$ cat src/source/pg_timing_pkg.sv
package pg_timing_pkg;

   // ----------------------------
   // Step timing
   // ----------------------------

   // Delay code width on every cfg_t* input
   localparam int DLY_CODE_W = 2;

   // Timer counter width, must hold the largest table entry
   localparam int TMR_W = 7;

   // Wait cycles per delay code
   // Code 0 is the shortest step, code 3 the longest
   localparam logic [TMR_W-1:0] DLY_CYCLES [2**DLY_CODE_W] = '{
      TMR_W'(1),
      TMR_W'(4),
      TMR_W'(16),
      TMR_W'(64)
   };

   // Cycles spent in each DFx sequencer state while stepping
   localparam logic [TMR_W-1:0] DFX_STEP_CYCLES = TMR_W'(4);

endpackage

$ cat src/source/pg_types_pkg.sv
package pg_types_pkg;

   // ----------------------------
   // Sequencer states
   // ----------------------------

   // Down flow runs top to bottom up to ST_OFF, up flow runs back out
   typedef enum logic [3:0] {
      // Partition powered and out of reset
      ST_ON,
      // Reset asserted to the partition
      ST_RST_DOWN,
      // Isolation cells closing
      ST_ISOLATE,
      // Retention sleep asserting
      ST_SLEEP_ACT,
      // Power-gate request to PMC, wait for ack
      ST_PMC_REQ,
      // Partition gated, wait for IP wake request
      ST_OFF,
      // PMC request released, wait for ack release
      ST_PMC_REL,
      // Retention sleep releasing
      ST_SLEEP_INACT,
      // Isolation cells opening
      ST_DEISOLATE,
      // Reset release to the partition
      ST_RST_UP
   } pg_state_e;

   // Power-gate flavour requested by the IP
   typedef enum logic [1:0] {
      PG_ACC   = 2'd0,
      PG_WARM  = 2'd1,
      // Handled as inaccessible
      PG_RSVD  = 2'd2,
      PG_INACC = 2'd3
   } pg_type_e;

   // DFx bypass sequencer, ordered from gated to powered
   typedef enum logic [1:0] {
      DFX_OFF,
      DFX_FET_ON,
      DFX_UNISOL,
      DFX_ON
   } dfx_state_e;

   // Visibility bus width
   localparam int VISA_W = 16;

endpackage

$ cat src/source/pg_delay_timer.sv
`timescale 1ns/100ps

module pg_delay_timer (
   input  logic                                 clk,
   input  logic                                 rst_n,
   // Load pulse, takes effect on the next edge
   input  logic                                 tmr_load,
   input  logic [pg_timing_pkg::DLY_CODE_W-1:0] tmr_code,
   // High while the count sits at zero
   output logic                                 tmr_done
);

   // Remaining wait cycles
   logic [pg_timing_pkg::TMR_W-1:0] cnt;

   // ----------------------------
   // Down counter
   // ----------------------------

   always_ff @(posedge clk) begin
      if (!rst_n) begin
         // Idle timer reads as expired
         cnt <= '0;
      end else if (tmr_load) begin
         // Code picks the wait length from the table
         cnt <= pg_timing_pkg::DLY_CYCLES[tmr_code];
      end else if (cnt != '0) begin
         cnt <= cnt - 1'b1;
      end
   end

   // Stays high at zero until the next load
   assign tmr_done = (cnt == '0);

endmodule

$ cat src/source/pg_dfx_ovr.sv
`timescale 1ns/100ps

module pg_dfx_ovr (
   input  logic       clk,
   input  logic       rst_n,
   // Controls from the sequencer FSM
   input  logic       fsm_sleep,
   input  logic       fsm_isol_en_b,
   input  logic       fsm_isol_latchen,
   input  logic       fsm_force_rst_b,
   input  logic       fsm_pok,
   input  logic       fsm_pwrgate_active,
   input  logic       pmc_fet_en_b,
   // DFx bypass, ovr picks power-up or power-down
   input  logic       fdfx_bypass,
   input  logic       fdfx_ovr,
   // Scan forcing of isolation, latch and sleep
   input  logic       fscan_mode,
   input  logic       fscan_isol_ctrl,
   input  logic       fscan_isol_lat_ctrl,
   input  logic       fscan_ret_ctrl,
   output logic       sleep,
   output logic       isol_en_b,
   output logic       isol_latchen,
   output logic       force_rst_b,
   output logic       pok,
   output logic       pwrgate_active,
   output logic       fet_en_b,
   output logic [1:0] dfx_state
);

   pg_types_pkg::dfx_state_e        dfx_q;
   logic [pg_timing_pkg::TMR_W-1:0] step_cnt;
   logic                            at_target;
   logic                            step;

   // ----------------------------
   // Bypass sequencer
   // ----------------------------

   assign at_target = fdfx_ovr ? (dfx_q == pg_types_pkg::DFX_ON) :
                                 (dfx_q == pg_types_pkg::DFX_OFF);

   // One state move per step period
   assign step = fdfx_bypass && !at_target &&
                 (step_cnt == pg_timing_pkg::DFX_STEP_CYCLES - 1'b1);

   always_ff @(posedge clk) begin
      if (!rst_n) begin
         // Powered on, so leaving bypass changes nothing
         dfx_q    <= pg_types_pkg::DFX_ON;
         step_cnt <= '0;
      end else if (!fdfx_bypass || at_target) begin
         step_cnt <= '0;
      end else if (step) begin
         step_cnt <= '0;
         dfx_q    <= fdfx_ovr ? pg_types_pkg::dfx_state_e'(dfx_q + 2'd1) :
                                pg_types_pkg::dfx_state_e'(dfx_q - 2'd1);
      end else begin
         step_cnt <= step_cnt + 1'b1;
      end
   end

   // ----------------------------
   // Output muxing
   // ----------------------------

   always_comb begin
      if (fdfx_bypass) begin
         // FET on first, then isolation and sleep released, then reset and pok
         fet_en_b       = (dfx_q == pg_types_pkg::DFX_OFF);
         isol_en_b      = dfx_q inside {pg_types_pkg::DFX_UNISOL, pg_types_pkg::DFX_ON};
         sleep          = !(dfx_q inside {pg_types_pkg::DFX_UNISOL, pg_types_pkg::DFX_ON});
         isol_latchen   = 1'b0;
         force_rst_b    = (dfx_q == pg_types_pkg::DFX_ON);
         pok            = (dfx_q == pg_types_pkg::DFX_ON);
         pwrgate_active = (dfx_q != pg_types_pkg::DFX_ON);
      end else begin
         fet_en_b       = pmc_fet_en_b;
         isol_en_b      = fsm_isol_en_b;
         sleep          = fsm_sleep;
         isol_latchen   = fsm_isol_latchen;
         force_rst_b    = fsm_force_rst_b;
         pok            = fsm_pok;
         pwrgate_active = fsm_pwrgate_active;
      end
      // Scan wins over both sources
      if (fscan_mode) begin
         isol_en_b    = fscan_isol_ctrl;
         isol_latchen = fscan_isol_lat_ctrl;
         sleep        = fscan_ret_ctrl;
      end
   end

   assign dfx_state = dfx_q;

endmodule

$ cat src/source/pg_seq_fsm.sv
`timescale 1ns/100ps

module pg_seq_fsm (
   input  logic                   clk,
   input  logic                   rst_n,
   // IP handshake
   input  logic                   ip_pg_rdy_req_b,
   input  pg_types_pkg::pg_type_e ip_pg_type,
   // PMC handshake
   input  logic                   pmc_pg_ack_b,
   // Step delay codes
   input  logic [1:0]             cfg_trstdown,
   input  logic [1:0]             cfg_tisolate,
   input  logic [1:0]             cfg_tsleepact,
   input  logic [1:0]             cfg_tsleepinactiv,
   input  logic [1:0]             cfg_tdeisolate,
   input  logic [1:0]             cfg_trstup,
   output logic                   pmc_pg_req_b,
   output logic                   pg_rdy_ack_b,
   output logic                   idle,
   // Partition controls before DFx override
   output logic                   fsm_sleep,
   output logic                   fsm_isol_en_b,
   output logic                   fsm_isol_latchen,
   output logic                   fsm_force_rst_b,
   output logic                   fsm_pok,
   output logic                   fsm_pwrgate_active,
   output logic [3:0]             fsm_state
);

   pg_types_pkg::pg_state_e state;
   pg_types_pkg::pg_state_e state_nxt;

   // Type captured at the start of power-down
   pg_types_pkg::pg_type_e type_q;

   logic                                 warm;
   logic                                 acc;
   logic                                 nxt_timed;
   logic                                 tmr_load;
   logic [pg_timing_pkg::DLY_CODE_W-1:0] tmr_code;
   logic                                 tmr_done;

   assign warm = (type_q == pg_types_pkg::PG_WARM);
   assign acc  = (type_q == pg_types_pkg::PG_ACC);

   // ----------------------------
   // Next state
   // ----------------------------

   always_comb begin
      state_nxt = state;
      case (state)
         pg_types_pkg::ST_ON: begin
            if (!ip_pg_rdy_req_b) state_nxt = pg_types_pkg::ST_RST_DOWN;
         end
         pg_types_pkg::ST_RST_DOWN: begin
            if (tmr_done) state_nxt = pg_types_pkg::ST_ISOLATE;
         end
         pg_types_pkg::ST_ISOLATE: begin
            // Warm reset stops here with power kept on
            if (tmr_done) begin
               state_nxt = warm ? pg_types_pkg::ST_OFF : pg_types_pkg::ST_SLEEP_ACT;
            end
         end
         pg_types_pkg::ST_SLEEP_ACT: begin
            if (tmr_done) state_nxt = pg_types_pkg::ST_PMC_REQ;
         end
         pg_types_pkg::ST_PMC_REQ: begin
            // Held here until the PMC grants the gate
            if (!pmc_pg_ack_b) state_nxt = pg_types_pkg::ST_OFF;
         end
         pg_types_pkg::ST_OFF: begin
            if (ip_pg_rdy_req_b) begin
               state_nxt = warm ? pg_types_pkg::ST_DEISOLATE : pg_types_pkg::ST_PMC_REL;
            end
         end
         pg_types_pkg::ST_PMC_REL: begin
            // Power back once the ack is withdrawn
            if (pmc_pg_ack_b) state_nxt = pg_types_pkg::ST_SLEEP_INACT;
         end
         pg_types_pkg::ST_SLEEP_INACT: begin
            if (tmr_done) state_nxt = pg_types_pkg::ST_DEISOLATE;
         end
         pg_types_pkg::ST_DEISOLATE: begin
            if (tmr_done) state_nxt = pg_types_pkg::ST_RST_UP;
         end
         pg_types_pkg::ST_RST_UP: begin
            if (tmr_done) state_nxt = pg_types_pkg::ST_ON;
         end
         default: state_nxt = pg_types_pkg::ST_ON;
      endcase
   end

   // ----------------------------
   // Step timer
   // ----------------------------

   // Code of the state about to be entered
   always_comb begin
      nxt_timed = 1'b1;
      tmr_code  = cfg_trstdown;
      case (state_nxt)
         pg_types_pkg::ST_RST_DOWN:    tmr_code = cfg_trstdown;
         pg_types_pkg::ST_ISOLATE:     tmr_code = cfg_tisolate;
         pg_types_pkg::ST_SLEEP_ACT:   tmr_code = cfg_tsleepact;
         pg_types_pkg::ST_SLEEP_INACT: tmr_code = cfg_tsleepinactiv;
         pg_types_pkg::ST_DEISOLATE:   tmr_code = cfg_tdeisolate;
         pg_types_pkg::ST_RST_UP:      tmr_code = cfg_trstup;
         default:                      nxt_timed = 1'b0;
      endcase
   end

   // Counter loads on the entry edge, so done is low in the first cycle
   assign tmr_load = nxt_timed && (state_nxt != state);

   pg_delay_timer i_delay_timer (
      .clk      (clk),
      .rst_n    (rst_n),
      .tmr_load (tmr_load),
      .tmr_code (tmr_code),
      .tmr_done (tmr_done)
   );

   // ----------------------------
   // State and outputs
   // ----------------------------

   // Outputs decode the next state so each change lands on the step edge
   always_ff @(posedge clk) begin
      if (!rst_n) begin
         state            <= pg_types_pkg::ST_ON;
         type_q           <= pg_types_pkg::PG_INACC;
         fsm_pok          <= 1'b1;
         fsm_isol_en_b    <= 1'b1;
         fsm_force_rst_b  <= 1'b1;
         fsm_sleep        <= 1'b0;
         fsm_isol_latchen <= 1'b0;
         pmc_pg_req_b     <= 1'b1;
         pg_rdy_ack_b     <= 1'b1;
         idle             <= 1'b1;
      end else begin
         state <= state_nxt;
         // Type frozen for the whole flow, reserved folds to inaccessible
         if (state == pg_types_pkg::ST_ON && !ip_pg_rdy_req_b) begin
            type_q <= (ip_pg_type == pg_types_pkg::PG_RSVD) ?
                      pg_types_pkg::PG_INACC : ip_pg_type;
         end
         fsm_pok         <= (state_nxt == pg_types_pkg::ST_ON);
         fsm_force_rst_b <= state_nxt inside {pg_types_pkg::ST_ON, pg_types_pkg::ST_RST_DOWN};
         fsm_isol_en_b   <= state_nxt inside {pg_types_pkg::ST_ON, pg_types_pkg::ST_RST_DOWN,
                                              pg_types_pkg::ST_ISOLATE, pg_types_pkg::ST_RST_UP};
         // Warm off keeps the rail up
         fsm_sleep <= (state_nxt inside {pg_types_pkg::ST_PMC_REQ, pg_types_pkg::ST_PMC_REL,
                                         pg_types_pkg::ST_SLEEP_INACT}) ||
                      (state_nxt == pg_types_pkg::ST_OFF && !warm);
         // Retention latches closed around the sleep window, accessible type only
         fsm_isol_latchen <= acc &&
                             (state_nxt inside {pg_types_pkg::ST_SLEEP_ACT,
                                                pg_types_pkg::ST_PMC_REQ,
                                                pg_types_pkg::ST_OFF,
                                                pg_types_pkg::ST_PMC_REL,
                                                pg_types_pkg::ST_SLEEP_INACT});
         pmc_pg_req_b <= !((state_nxt == pg_types_pkg::ST_PMC_REQ) ||
                           (state_nxt == pg_types_pkg::ST_OFF && !warm));
         // Ack drops at off and stays low until power-up completes
         pg_rdy_ack_b <= state_nxt inside {pg_types_pkg::ST_ON, pg_types_pkg::ST_RST_DOWN,
                                           pg_types_pkg::ST_ISOLATE,
                                           pg_types_pkg::ST_SLEEP_ACT,
                                           pg_types_pkg::ST_PMC_REQ};
         idle <= state_nxt inside {pg_types_pkg::ST_ON, pg_types_pkg::ST_OFF};
      end
   end

   // Flow in progress, straight from the state register
   assign fsm_pwrgate_active = !(state inside {pg_types_pkg::ST_ON, pg_types_pkg::ST_OFF});

   assign fsm_state = state;

endmodule

$ cat src/source/pg_unit.sv
`timescale 1ns/100ps

module pg_unit (
   input  logic                            clk,
   input  logic                            rst_n,
   // IP handshake
   input  logic                            ip_pg_rdy_req_b,
   input  logic [1:0]                      ip_pg_type,
   // PMC handshake
   input  logic                            pmc_pg_ack_b,
   input  logic                            pmc_fet_en_b,
   // Step delay codes
   input  logic [1:0]                      cfg_trstdown,
   input  logic [1:0]                      cfg_tisolate,
   input  logic [1:0]                      cfg_tsleepact,
   input  logic [1:0]                      cfg_tsleepinactiv,
   input  logic [1:0]                      cfg_tdeisolate,
   input  logic [1:0]                      cfg_trstup,
   // DFx and scan controls
   input  logic                            fdfx_bypass,
   input  logic                            fdfx_ovr,
   input  logic                            fscan_mode,
   input  logic                            fscan_isol_ctrl,
   input  logic                            fscan_isol_lat_ctrl,
   input  logic                            fscan_ret_ctrl,
   output logic                            pmc_pg_req_b,
   output logic                            pg_rdy_ack_b,
   output logic                            idle,
   // Partition controls
   output logic                            sleep,
   output logic                            isol_en_b,
   output logic                            isol_latchen,
   output logic                            force_rst_b,
   output logic                            pok,
   output logic                            pwrgate_active,
   output logic                            fet_en_b,
   output logic [pg_types_pkg::VISA_W-1:0] visa
);

   logic       fsm_sleep;
   logic       fsm_isol_en_b;
   logic       fsm_isol_latchen;
   logic       fsm_force_rst_b;
   logic       fsm_pok;
   logic       fsm_pwrgate_active;
   logic [3:0] fsm_state;
   logic [1:0] dfx_state;

   // ----------------------------
   // Sequencer
   // ----------------------------

   pg_seq_fsm i_seq_fsm (
      .clk                (clk),
      .rst_n              (rst_n),
      .ip_pg_rdy_req_b    (ip_pg_rdy_req_b),
      .ip_pg_type         (pg_types_pkg::pg_type_e'(ip_pg_type)),
      .pmc_pg_ack_b       (pmc_pg_ack_b),
      .cfg_trstdown       (cfg_trstdown),
      .cfg_tisolate       (cfg_tisolate),
      .cfg_tsleepact      (cfg_tsleepact),
      .cfg_tsleepinactiv  (cfg_tsleepinactiv),
      .cfg_tdeisolate     (cfg_tdeisolate),
      .cfg_trstup         (cfg_trstup),
      .pmc_pg_req_b       (pmc_pg_req_b),
      .pg_rdy_ack_b       (pg_rdy_ack_b),
      .idle               (idle),
      .fsm_sleep          (fsm_sleep),
      .fsm_isol_en_b      (fsm_isol_en_b),
      .fsm_isol_latchen   (fsm_isol_latchen),
      .fsm_force_rst_b    (fsm_force_rst_b),
      .fsm_pok            (fsm_pok),
      .fsm_pwrgate_active (fsm_pwrgate_active),
      .fsm_state          (fsm_state)
   );

   // DFx override sits between the FSM and the partition
   pg_dfx_ovr i_dfx_ovr (
      .clk                 (clk),
      .rst_n               (rst_n),
      .fsm_sleep           (fsm_sleep),
      .fsm_isol_en_b       (fsm_isol_en_b),
      .fsm_isol_latchen    (fsm_isol_latchen),
      .fsm_force_rst_b     (fsm_force_rst_b),
      .fsm_pok             (fsm_pok),
      .fsm_pwrgate_active  (fsm_pwrgate_active),
      .pmc_fet_en_b        (pmc_fet_en_b),
      .fdfx_bypass         (fdfx_bypass),
      .fdfx_ovr            (fdfx_ovr),
      .fscan_mode          (fscan_mode),
      .fscan_isol_ctrl     (fscan_isol_ctrl),
      .fscan_isol_lat_ctrl (fscan_isol_lat_ctrl),
      .fscan_ret_ctrl      (fscan_ret_ctrl),
      .sleep               (sleep),
      .isol_en_b           (isol_en_b),
      .isol_latchen        (isol_latchen),
      .force_rst_b         (force_rst_b),
      .pok                 (pok),
      .pwrgate_active      (pwrgate_active),
      .fet_en_b            (fet_en_b),
      .dfx_state           (dfx_state)
   );

   // ----------------------------
   // Visibility bus
   // ----------------------------

   // Upper bits spare and tied low
   // Flags at 11:6 show raw FSM values ahead of any override
   assign visa = {{(pg_types_pkg::VISA_W - 12){1'b0}},
                  fsm_pwrgate_active, fsm_pok, fsm_force_rst_b,
                  fsm_isol_latchen, fsm_isol_en_b, fsm_sleep,
                  dfx_state,
                  fsm_state};

endmodule

$ cat config.mk
export PLATFORM = sky130hd
export DESIGN_NAME = pg_unit
export DESIGN_NICKNAME = d
export VERILOG_FILES = /design/src/source/pg_timing_pkg.sv /design/src/source/pg_types_pkg.sv /design/src/source/pg_delay_timer.sv /design/src/source/pg_dfx_ovr.sv /design/src/source/pg_seq_fsm.sv /design/src/source/pg_unit.sv
export SDC_FILE = /design/constraint.sdc
export NUM_CORES = 1
export LEC_CHECK = 0
export ABC_AREA = 1
export BUFFER_PORTS_ARGS = -buffer_cell sky130_fd_sc_hd__buf_2
export CAP_MARGIN = 5
export CORE_MARGIN = 10
export CORE_UTILIZATION = 40
export DETAILED_ROUTE_END_ITERATION = 6
export SYNTH_ARGS = -nofsm -noshare
export SYNTH_HDL_FRONTEND = slang
export SYNTH_SLANG_ARGS = --single-unit
$ cat constraint.sdc
create_clock -name clk -period 2.9 [get_ports clk]
set_clock_uncertainty 0.2 [all_clocks]
set_input_delay 0.145 -clock clk [delete_from_list [all_inputs] [get_ports clk]]
set_output_delay 0.145 -clock clk [all_outputs]
set_load 0.05 [all_outputs]
# ---- Word-level counts from Yosys, hierarchy flattened
# Cells that the tools add are included.
dict set report totals {
  wordCells 113
  out_inout_bits 26
  register_bits 30
  inputBits 25
}
dict set report op_classes {
  n_eq_ne 25
  addsub 4
  n_reduce_logical 34
  order_cmp 1
  n_mux 33
  bitwise_logic 3
}
# cell n
set op_table {}
lappend op_table {{$mux 4} 11}
lappend op_table {{$pmux 4 s10} 1}
lappend op_table {{$eq 4x3->1 const B} 8}
lappend op_table {{$mux 7} 4}
lappend op_table {{$eq 4x2->1 const B} 4}
lappend op_table {{$eq 4x4->1 const B} 4}
lappend op_table {{$bmux 7 s2} 1}
lappend op_table {{$mux 1} 12}
lappend op_table {{$pmux 2 s5} 1}
lappend op_table {{$reduce_bool 2->1} 5}
lappend op_table {{$reduce_bool 5->1} 2}
lappend op_table {{$eq 4x1->1 const B} 2}
lappend op_table {{$logic_not 4->1} 2}
lappend op_table {{$add 7x1->7 const B} 1}
lappend op_table {{$eq 7x2->1 const B} 1}
lappend op_table {{$logic_not 1->1} 7}
lappend op_table {{$logic_not 7->1} 1}
lappend op_table {{$reduce_bool 7->1} 1}
lappend op_table {{$sub 7x1->7 const B} 1}
lappend op_table {{$eq 2x2->1 const B} 3}
lappend op_table {{$logic_and 1x1->1} 6}
lappend op_table {{$reduce_or 6->1} 1}
lappend op_table {{$logic_not 2->1} 2}
lappend op_table {{$mux 2} 2}
lappend op_table {{other kinds (14)} 17}

# ---- Longest topological paths before layout
# Gate-level depths: netlist (run 1).
dict set report logic_depth {
  word_depth 11
  ltp_mapped 18
  depth_no_buf 18
}

# ---- Modules after synthesis
# A second synthesis (run 1) with hierarchy kept.
dict set report unflattened {
  hier_cells 318
  area_unflattened_um2 2078.2
}
# mod area_each_um2 cells_each instances seq_area_each_um2
set by_module_without_submodules {}
lappend by_module_without_submodules {pg_seq_fsm 1013.5 154 1 280.3}
lappend by_module_without_submodules {pg_dfx_ovr 535.5 82 1 180.2}
lappend by_module_without_submodules {pg_delay_timer 450.4 71 1 140.1}
lappend by_module_without_submodules {pg_unit 78.8 11 1 0.0}

# ---- Worst setup path before layout (run 1)
# No wires, ideal clock.
dict set report synth_timing {
  path_type {register -> register}
  from {register i_seq_fsm.state[0], in the netlist i_seq_fsm.fsm_state[0]}
  to {register i_seq_fsm.i_delay_timer.cnt[0] in the netlist's numbering}
  required_ns 2.580
  setup_slack_ns 0.473
  stages_incl_launch_ff 13
  arrival_ns 2.107
  period_less_slack_ns 2.427
  path_buffers 1
  setup_time_ns 0.120
  path_cell_list {dfxtp_1 > buf_2 > nor2_1 > nand2_1 > o21ai_1 > nand2_1 > nand4_2 > a21oi_4 > nand3_2 > nand2_2 > nand2_1 > o21ai_1 > a21oi_2}
}
dict set report synth_between {
  elab_chain_len 9
  elab_cells_between_ends 38
  cone_classes {16 x eq/ne; 17 x mux; 1 x bitwise; 4 x reduce/logical}
}
# element line_no
set synth_rtl {}
lappend synth_rtl {{start, declared} pg_seq_fsm.sv:31} ;# pg_types_pkg::pg_state_e state;
lappend synth_rtl {{start signal, assigned} pg_seq_fsm.sv:132} ;# state <= pg_types_pkg::ST_ON;
lappend synth_rtl {{start signal, assigned} pg_seq_fsm.sv:143} ;# state <= state_nxt;
lappend synth_rtl {{$eq 4x4->1 (tied with other cells)} pg_seq_fsm.sv:53} ;# case (state)
lappend synth_rtl {{$pmux 4 s10} pg_seq_fsm.sv:53}
lappend synth_rtl {{$eq 4x4->1 (tied with other cells)} pg_seq_fsm.sv:103} ;# case (state_nxt)
lappend synth_rtl {{$pmux 2 s5} pg_seq_fsm.sv:103}
lappend synth_rtl {{$not 2->3 (not written as such)} pg_delay_timer.sv:26} ;# cnt <= pg_timing_pkg::DLY_CYCLES[tmr_code];
lappend synth_rtl {{$bmux 7 s2} pg_delay_timer.sv:26}
lappend synth_rtl {{$mux 7 (not written as such) (2 in a row)} pg_delay_timer.sv:26}
lappend synth_rtl {{$mux 7} pg_delay_timer.sv:24} ;# end else if (tmr_load) begin
lappend synth_rtl {{end signal, assigned} pg_delay_timer.sv:26}
lappend synth_rtl {{end signal, assigned} pg_delay_timer.sv:28} ;# cnt <= cnt - 1'b1;
lappend synth_rtl {{end, declared} pg_delay_timer.sv:14} ;# logic [pg_timing_pkg::TMR_W-1:0] cnt;
# Parallel ways exist; a longest one is shown, timed or not. The select of a mux whose other input is x is not followed.
# A chain may end at the register's enable or synchronous reset.

# ---- Worst setup path in the final report (run 1)
dict set report layout_timing {
  from {register i_seq_fsm.i_delay_timer.cnt[0] in the netlist's numbering}
  to {register i_seq_fsm.i_delay_timer.cnt[0] in the netlist's numbering}
}
dict set report layout_between {
  elab_chain_len 10
  elab_cells_between_ends 28
  cone_classes {1 x add/sub; 7 x eq/ne; 14 x mux; 1 x bitwise; 5 x reduce/logical}
}
# element line_no
set layout_rtl {}
lappend layout_rtl {{$logic_not 7->1} pg_delay_timer.sv:33} ;# assign tmr_done = (cnt == '0);
lappend layout_rtl {{$mux 4 (tied with other cells)} pg_seq_fsm.sv:89} ;# if (tmr_done) state_nxt = pg_types_pkg::ST_ON;
lappend layout_rtl {{$pmux 4 s10} pg_seq_fsm.sv:53}
lappend layout_rtl {{$eq 4x4->1 (tied with other cells)} pg_seq_fsm.sv:103}
lappend layout_rtl {{$pmux 2 s5} pg_seq_fsm.sv:103}
lappend layout_rtl {{$not 2->3 (not written as such)} pg_delay_timer.sv:26}
lappend layout_rtl {{$bmux 7 s2} pg_delay_timer.sv:26}
lappend layout_rtl {{$mux 7 (not written as such) (2 in a row)} pg_delay_timer.sv:26}
lappend layout_rtl {{$mux 7} pg_delay_timer.sv:24}
# Parallel ways exist; a longest one is shown, timed or not. The select of a mux whose other input is x is not followed.

==> results of run 1 <==
==> per-layer routing <==
metal  vias to the layer above  track usage (%)  routed length (um)
li1                       1030                -                   -
met3                         7            4.362                 459
met5                         -                0                   0
met4                         0            5.352                  61
met1                       825            13.72                2243
met2                        53            19.79                2199
==> cells in the final DEF, fill, tap and decap left out, types with 3 or more instances in the layout <==
cell           instances
nor2_1                31
xor2_1                 5
dlygate4sd3_1          4
nor2_4                 7
o21ai_0               13
inv_2                  3
conb_1                 4
nand2_1               70
nand4_1                8
nor3_1                 5
nand2_2                8
dfxtp_1               30
a21oi_1               12
clkbuf_8               6
inv_1                 37
nand3_1               14
nand3_2                5
o21ai_1                3
buf_2                 46
==> sequential cells by signal, indices dropped and copies added, names as in the netlist <==
register,count
i_dfx_ovr.step_cnt,7
i_seq_fsm.i_delay_timer.cnt,7
i_seq_fsm.fsm_state,4
i_dfx_ovr.dfx_state,2
i_seq_fsm.type_q,2
i_seq_fsm.fsm_force_rst_b,1
i_seq_fsm.fsm_isol_en_b,1
i_seq_fsm.fsm_isol_latchen,1
i_seq_fsm.fsm_pok,1
i_seq_fsm.fsm_sleep,1
i_seq_fsm.idle,1
i_seq_fsm.pg_rdy_ack_b,1
i_seq_fsm.pmc_pg_req_b,1
==> kinds of logic (layout without fill, tap and decap cells) <==
logic type | count (synthesis) | count (layout)
flip-flops | 30 | 30
other | 1 | 4
AO/OA/AOI/OAI | 42 | 42
AND/OR/NAND/NOR | 160 | 160
XOR/XNOR | 6 | 6
buffers and inverters | 53 | 99
adder cells (fa/ha/maj) | 2 | 2
==> power breakdown <==
group	internal, mW	switching, mW
clock	0.191	0.152
sequential	0.491	0.0711
combinational	0.335	0.753
total	1.02	0.976
==> worst paths after layout <==
check	startpoint	end	slack [ns]	cells past startpoint
worst max register to register	i_seq_fsm.i_delay_timer.cnt[0]	i_seq_fsm.i_delay_timer.cnt[0]	0.51	15
worst min-delay path	ip_pg_rdy_req_b	i_seq_fsm.type_q[1]	0.03	3
worst max-delay path	i_seq_fsm.i_delay_timer.cnt[0]	i_seq_fsm.i_delay_timer.cnt[0]	0.51	15
worst min register to register	i_dfx_ovr.step_cnt[0]	i_dfx_ovr.step_cnt[0]	0.25	1
==> critical path: stages (launching register included) <==
cell     delay, ns
dfxtp_1       0.31
inv_1         0.08
ha_1          0.22
inv_2         0.07
nor2_4        0.10
nand3_4       0.14
nand2_1       0.11
nand2_2       0.06
a21oi_4       0.15
nand2_4       0.13
a21oi_4       0.18
nand3_2       0.10
nand2_2       0.13
nand2_1       0.08
o21ai_1       0.15
a21oi_2       0.04
==> area by class of cell <==
cell class | instances | area (um2)
clock inverters | 1 | 5.005
inverters | 41 | 153.9
repair buffers | 50 | 270.3
clock buffers | 7 | 86.33
well taps | 67 | 83.83
fillers | 517 | 2441
flip-flops and latches | 30 | 600.6
multi-input cells | 214 | 1207
==> stage by stage <==
stage / setup slack, ns / instances / total power, mW / cell area, um2 / util [%]
finish: 0.5113 / 410 / 1.993 / 2407 / 49.65
global route: 0.2777 / 410 / 2.174 / 2407 / 49.65
CTS: 0.5112 / 410 / 2.016 / 2407 / 49.65
detailed placement: 0.5291 / 398 / 1.659 / 2276 / 46.94
global placement: 0.5836 / 398 / 1.654 / 2276 / 46.94
floorplan: 0.4727 / 297 / 1.486 / 2053 / -
==> results.md, run 1 <==
* Status: completed
* Count of different cell masters after synthesis at 40
* Clock transition at the registers of the reported paths at around 0.06 ns
* Vias in the first global route at between 1500 and 2000
* Layout Nets at around 370
* Vias at approximately 1900
* DRT iter0 DRCs at ~150
* Die Y at about 91 um
* GP Congestion at 0.9206
* Grt ovf at 0
* Yosys reg bits at 30
* Post_cts resized at 0
* Max-cap violation count at 0
* Via-to-Cell Ratio at around 4.7
* Die ar. at 8363 um2
* Number of diodes at 0
* Post-synthesis sequential area ratio at between 20% and 30%
* Setup crit end kind: register
* Synth Area in Simple Gates at between 40 and 50%
* Final TNS setup at 0 ns
* Largest cells by area after synthesis: dfxtp_1 29%, nand2_1 13%, inv_1 6.8%
* Ys async rst share at 0%
* VDD IR max at around 0.45 mV
* DP HPWL at slightly above 4000 um
* Fin crit share at 82.37%
* Mapped Area at 2042 um2
* Clk sinks at 30
* Num CTS Buffers at 5
* Clk buf depth at 2
* Cell Rows at 25
* CP Data Arrival Time at 2.36 ns
* Worst Setup Path Type: register to register
* Mux share of post-synthesis cell area at 0%
* CP required at about 2.9 ns
* Largest net degree at the start of global routing at 11
* DRC Markers at 0
* Core area at around 4800 um2
* CTS tree: yes
* Critical-path maximum fanout at 10
* Pre-Repair DR Iteration Count at 4
* Layout cells sized above 1 at around 27%
* Endpoints failing hold at 0
* RSZ-0062 raised after global routing: false
* CP Launch Type: register
* Syn. warnings at 0
* Post-synthesis adder-cell area fraction at ~1.2%
* XOR/XNOR Fraction of Synth Area at 2.574%
* Area growth, synth to finish at 17.89%
* Total global-route track usage at between 10% and 20%
* Prevailing post-synth register cell: dfxtp_1
* Setup-failing EPs final at 0
* Largest area contributor in the netlist: dfxtp_1
* CTS H-Tree Depth at 2
* Synth cell count leaders: 70 x nand2_1, 37 x inv_1, 31 x nor2_1
* Hold WS at 0.02754 ns
* Syn_area_per_cell at 6.945 um2
* ANT nets after route at 0
* Pwr/cell area at 828.0 nW/um2
* P_leak at 1.169 nW
* Clock Latency Late Sink at about 0.28 ns
* Largest family of logic cells by synthesized area: simple AND/OR/NAND/NOR gates
* Initial antenna violation count at 0
* I/O pin total at 51
* Gate count of the mapped netlist at slightly below 300
* First-pass GRT wire length at about 8600 um
* Clock root cell: clkbuf_8
* Fmax at roughly 420 MHz
* Compound-Gate Fraction of Synth Area at around an eighth
* Post-CTS Hold Buffers at 4
* Initial Utilization at 42.12%
* Max-slew violations at 0
* Post-CTS Repair Setup Buffers at 0
* Die Width at just over 90 um
* Synth top area share at about 29%
* Hold WC Path Type: input port to register
* Total Routed Length at just under 5000 um
* Wire length per cell at approximately 12 um
* IO buf count at 46
* Post-synth EDFFs at 0
* Top-count cell post-synth: nand2_1
* Min Tclk post-route at roughly 2.4 ns
Power figures use the tool's default switching activity.
==> run 2: changes to the inputs <==
==> constraint.sdc (replaced) <==
create_clock -name clk -period 2.2 [get_ports clk]
set_clock_uncertainty 0.2 [all_clocks]
set_input_delay 0.11 -clock clk [delete_from_list [all_inputs] [get_ports clk]]
set_output_delay 0.11 -clock clk [all_outputs]
set_load 0.05 [all_outputs]
==> results.md, run 2 (same netlist as run 1, synthesis figures left out) <==
* Post-route cell area at about 2700 um2
* GP Congestion at 0.8729
* Setup ws final at -0.04258 ns
* Multi-input gate area at 1281 um2
* Cell Rows at 25
* Clk buf depth at 2
* P_leak at 1.342 nW
* Hold-critical path depth at 4
* Fin crit share at 101.9%
* Total Routed Length at 5598 um
* DRT iter0 DRCs at 150
* Max-cap violation count at 0
* CP required at about 2.2 ns
* Die Y at 91.45 um
* Initial Utilization at 42.12%
* VDD IR max at approximately 0.8 mV
* Layout Nets at 400
* Vias in the first global route at between 2000 and 2500
* Area growth, synth to finish at 33.82%
* CP Data Arrival Time at between 2 and 2.5 ns
* Pre-Repair DR Iteration Count at 4
* Placed Cells incl. Taps at about 420
* Worst Setup Path Type: register to register
* CP Launch Type: register
* ANT nets after route at 0
* Layout cells sized above 1 at between 30 and 40%
* Total global-route track usage at approximately an eighth
* Wire length per cell at 12.69 um
* Core area at approximately 4800 um2
* Reg2reg path depth at 15
* Num CTS Buffers at 5
* CTS tree: yes
* Number of diodes at 0
* RR Startpoint: i_seq_fsm.i_delay_timer.cnt[1]
* Commonest non-fill, non-tap cell in the layout: nand2_1
* Max-slew violations at 0
* Critical-path maximum fanout at 7
* Vias at about 2100
* Hold WC Path Type: input port to register
* Pwr/cell area at 1139 nW/um2
* Hold Startpoint: fdfx_ovr
* Largest net degree at the start of global routing at 11
* DRC Markers at 0
* Die Width at 91.45 um
* Die ar. at ~8400 um2
* RSZ-0062 raised after global routing: true
* Status: finished with violations
* IO buf count at 46
* Clock Latency Late Sink at a little under 0.3 ns
* Layout Cells excl Fill at 441
* DP HPWL at roughly 4400 um
* Setup crit end kind: register
* Fmax at between 400 and 500 MHz
* Storage cell area at approximately 610 um2
* First-pass GRT wire length at 9197 um
* I/O pin total at roughly 50
* Endpoints failing hold at 0
* CTS H-Tree Depth at 2
* # fillers at 480
* Critical Path Source: i_seq_fsm.i_delay_timer.cnt[1]
* Area after DPL at ~2500 um2
* Clk sinks at 30
* Clock transition at the registers of the reported paths at roughly 0.070 ns
* Grt ovf at 0
* Commonest non-fill, non-tap cells in the layout: 64 x nand2_1, 46 x buf_2, 35 x inv_1, 29 x nor2_1, 29 x buf_4
* Clock root cell: clkbuf_8
* Setup-failing EPs final at 3
* Min Tclk post-route at approximately 2.2 ns
* Via-to-Cell Ratio at between 4 and 5
* Initial antenna violation count at 0
* Failing checks: setup timing
## run 2: metrics by stage
step	util, %	hold slack (ns)	power, mW	setup TNS, ns	setup slack (ns)
final	56.36	0.04835	3.113	-0.07623	-0.04258
after global routing	56.36	0.06960	3.349	-1.074	-0.1705
after CTS	55.20	0.03142	3.026	-0.1564	-0.06894
after detailed placement	50.61	0.1561	2.374	-0.6314	-0.1512
after global placement	50.61	0.1531	2.361	-0.3376	-0.1060
after floorplan	-	-0.02108	1.961	-0.03110	-0.03110
## run 2: area by class of cell
| class | count | share of cell area, % |
|---|---|---|
| Clock buffer | 7 | 3.159 |
| Clock inverter | 1 | 0.1832 |
| Inverter | 41 | 5.723 |
| Multi-Input combinational cell | 214 | 46.89 |
| Sequential cell | 30 | 22.30 |
| Tap cell | 67 | 3.068 |
| Timing Repair Buffer | 81 | 18.68 |
## run 2: power by group
part | switching, mW | total (mW) | internal, mW
sequential | 0.0966 | 0.747 | 0.650
clock | 0.212 | 0.464 | 0.252
combinational | 1.14 | 1.90 | 0.757
## run 2: routing by layer
| layer | GRT usage (%) | vias to the layer above | routed length [um] |
|---|---|---|---|
| li1 | - | 1092 | - |
| met1 | 14.47 | 914 | 2367 |
| met2 | 21.98 | 72 | 2616 |
| met3 | 4.856 | 13 | 474 |
| met4 | 6.005 | 0 | 140 |
| met5 | 0 | - | 0 |
## run 2: worst max-delay path: stages, from the launching register on
cell and delay [ns]:
dfxtp_2 0.32, inv_2 0.07, ha_4 0.16, inv_4 0.04, nor2_4 0.09, nand3_4 0.12, nand2_2 0.09, nand2_2 0.06
a21oi_4 0.15, nand2_4 0.11, a21oi_4 0.21, nand3_4 0.11, nand2_4 0.13, nand2_1 0.08, o21ai_1 0.15, a21oi_2 0.04
## run 2: worst paths after layout
check / end / slack (ns)
max: i_seq_fsm.i_delay_timer.cnt[0] / -0.04
min: i_dfx_ovr.dfx_state[1] / 0.05
max reg2reg: i_seq_fsm.i_delay_timer.cnt[0] / -0.04
min reg2reg: i_dfx_ovr.step_cnt[0] / 0.26
## run 2: timing repair
| item | CTS | global route |
|---|---|---|
| hold endpoints to repair | 10 | 0 |
| endpoints found under the setup margin | 9 | 12 |
| hold buffers | 4 | 0 |
| pin swaps | 8 | 17 |
| setup buffers | 6 | 2 |
| resized for setup | 16 | 12 |
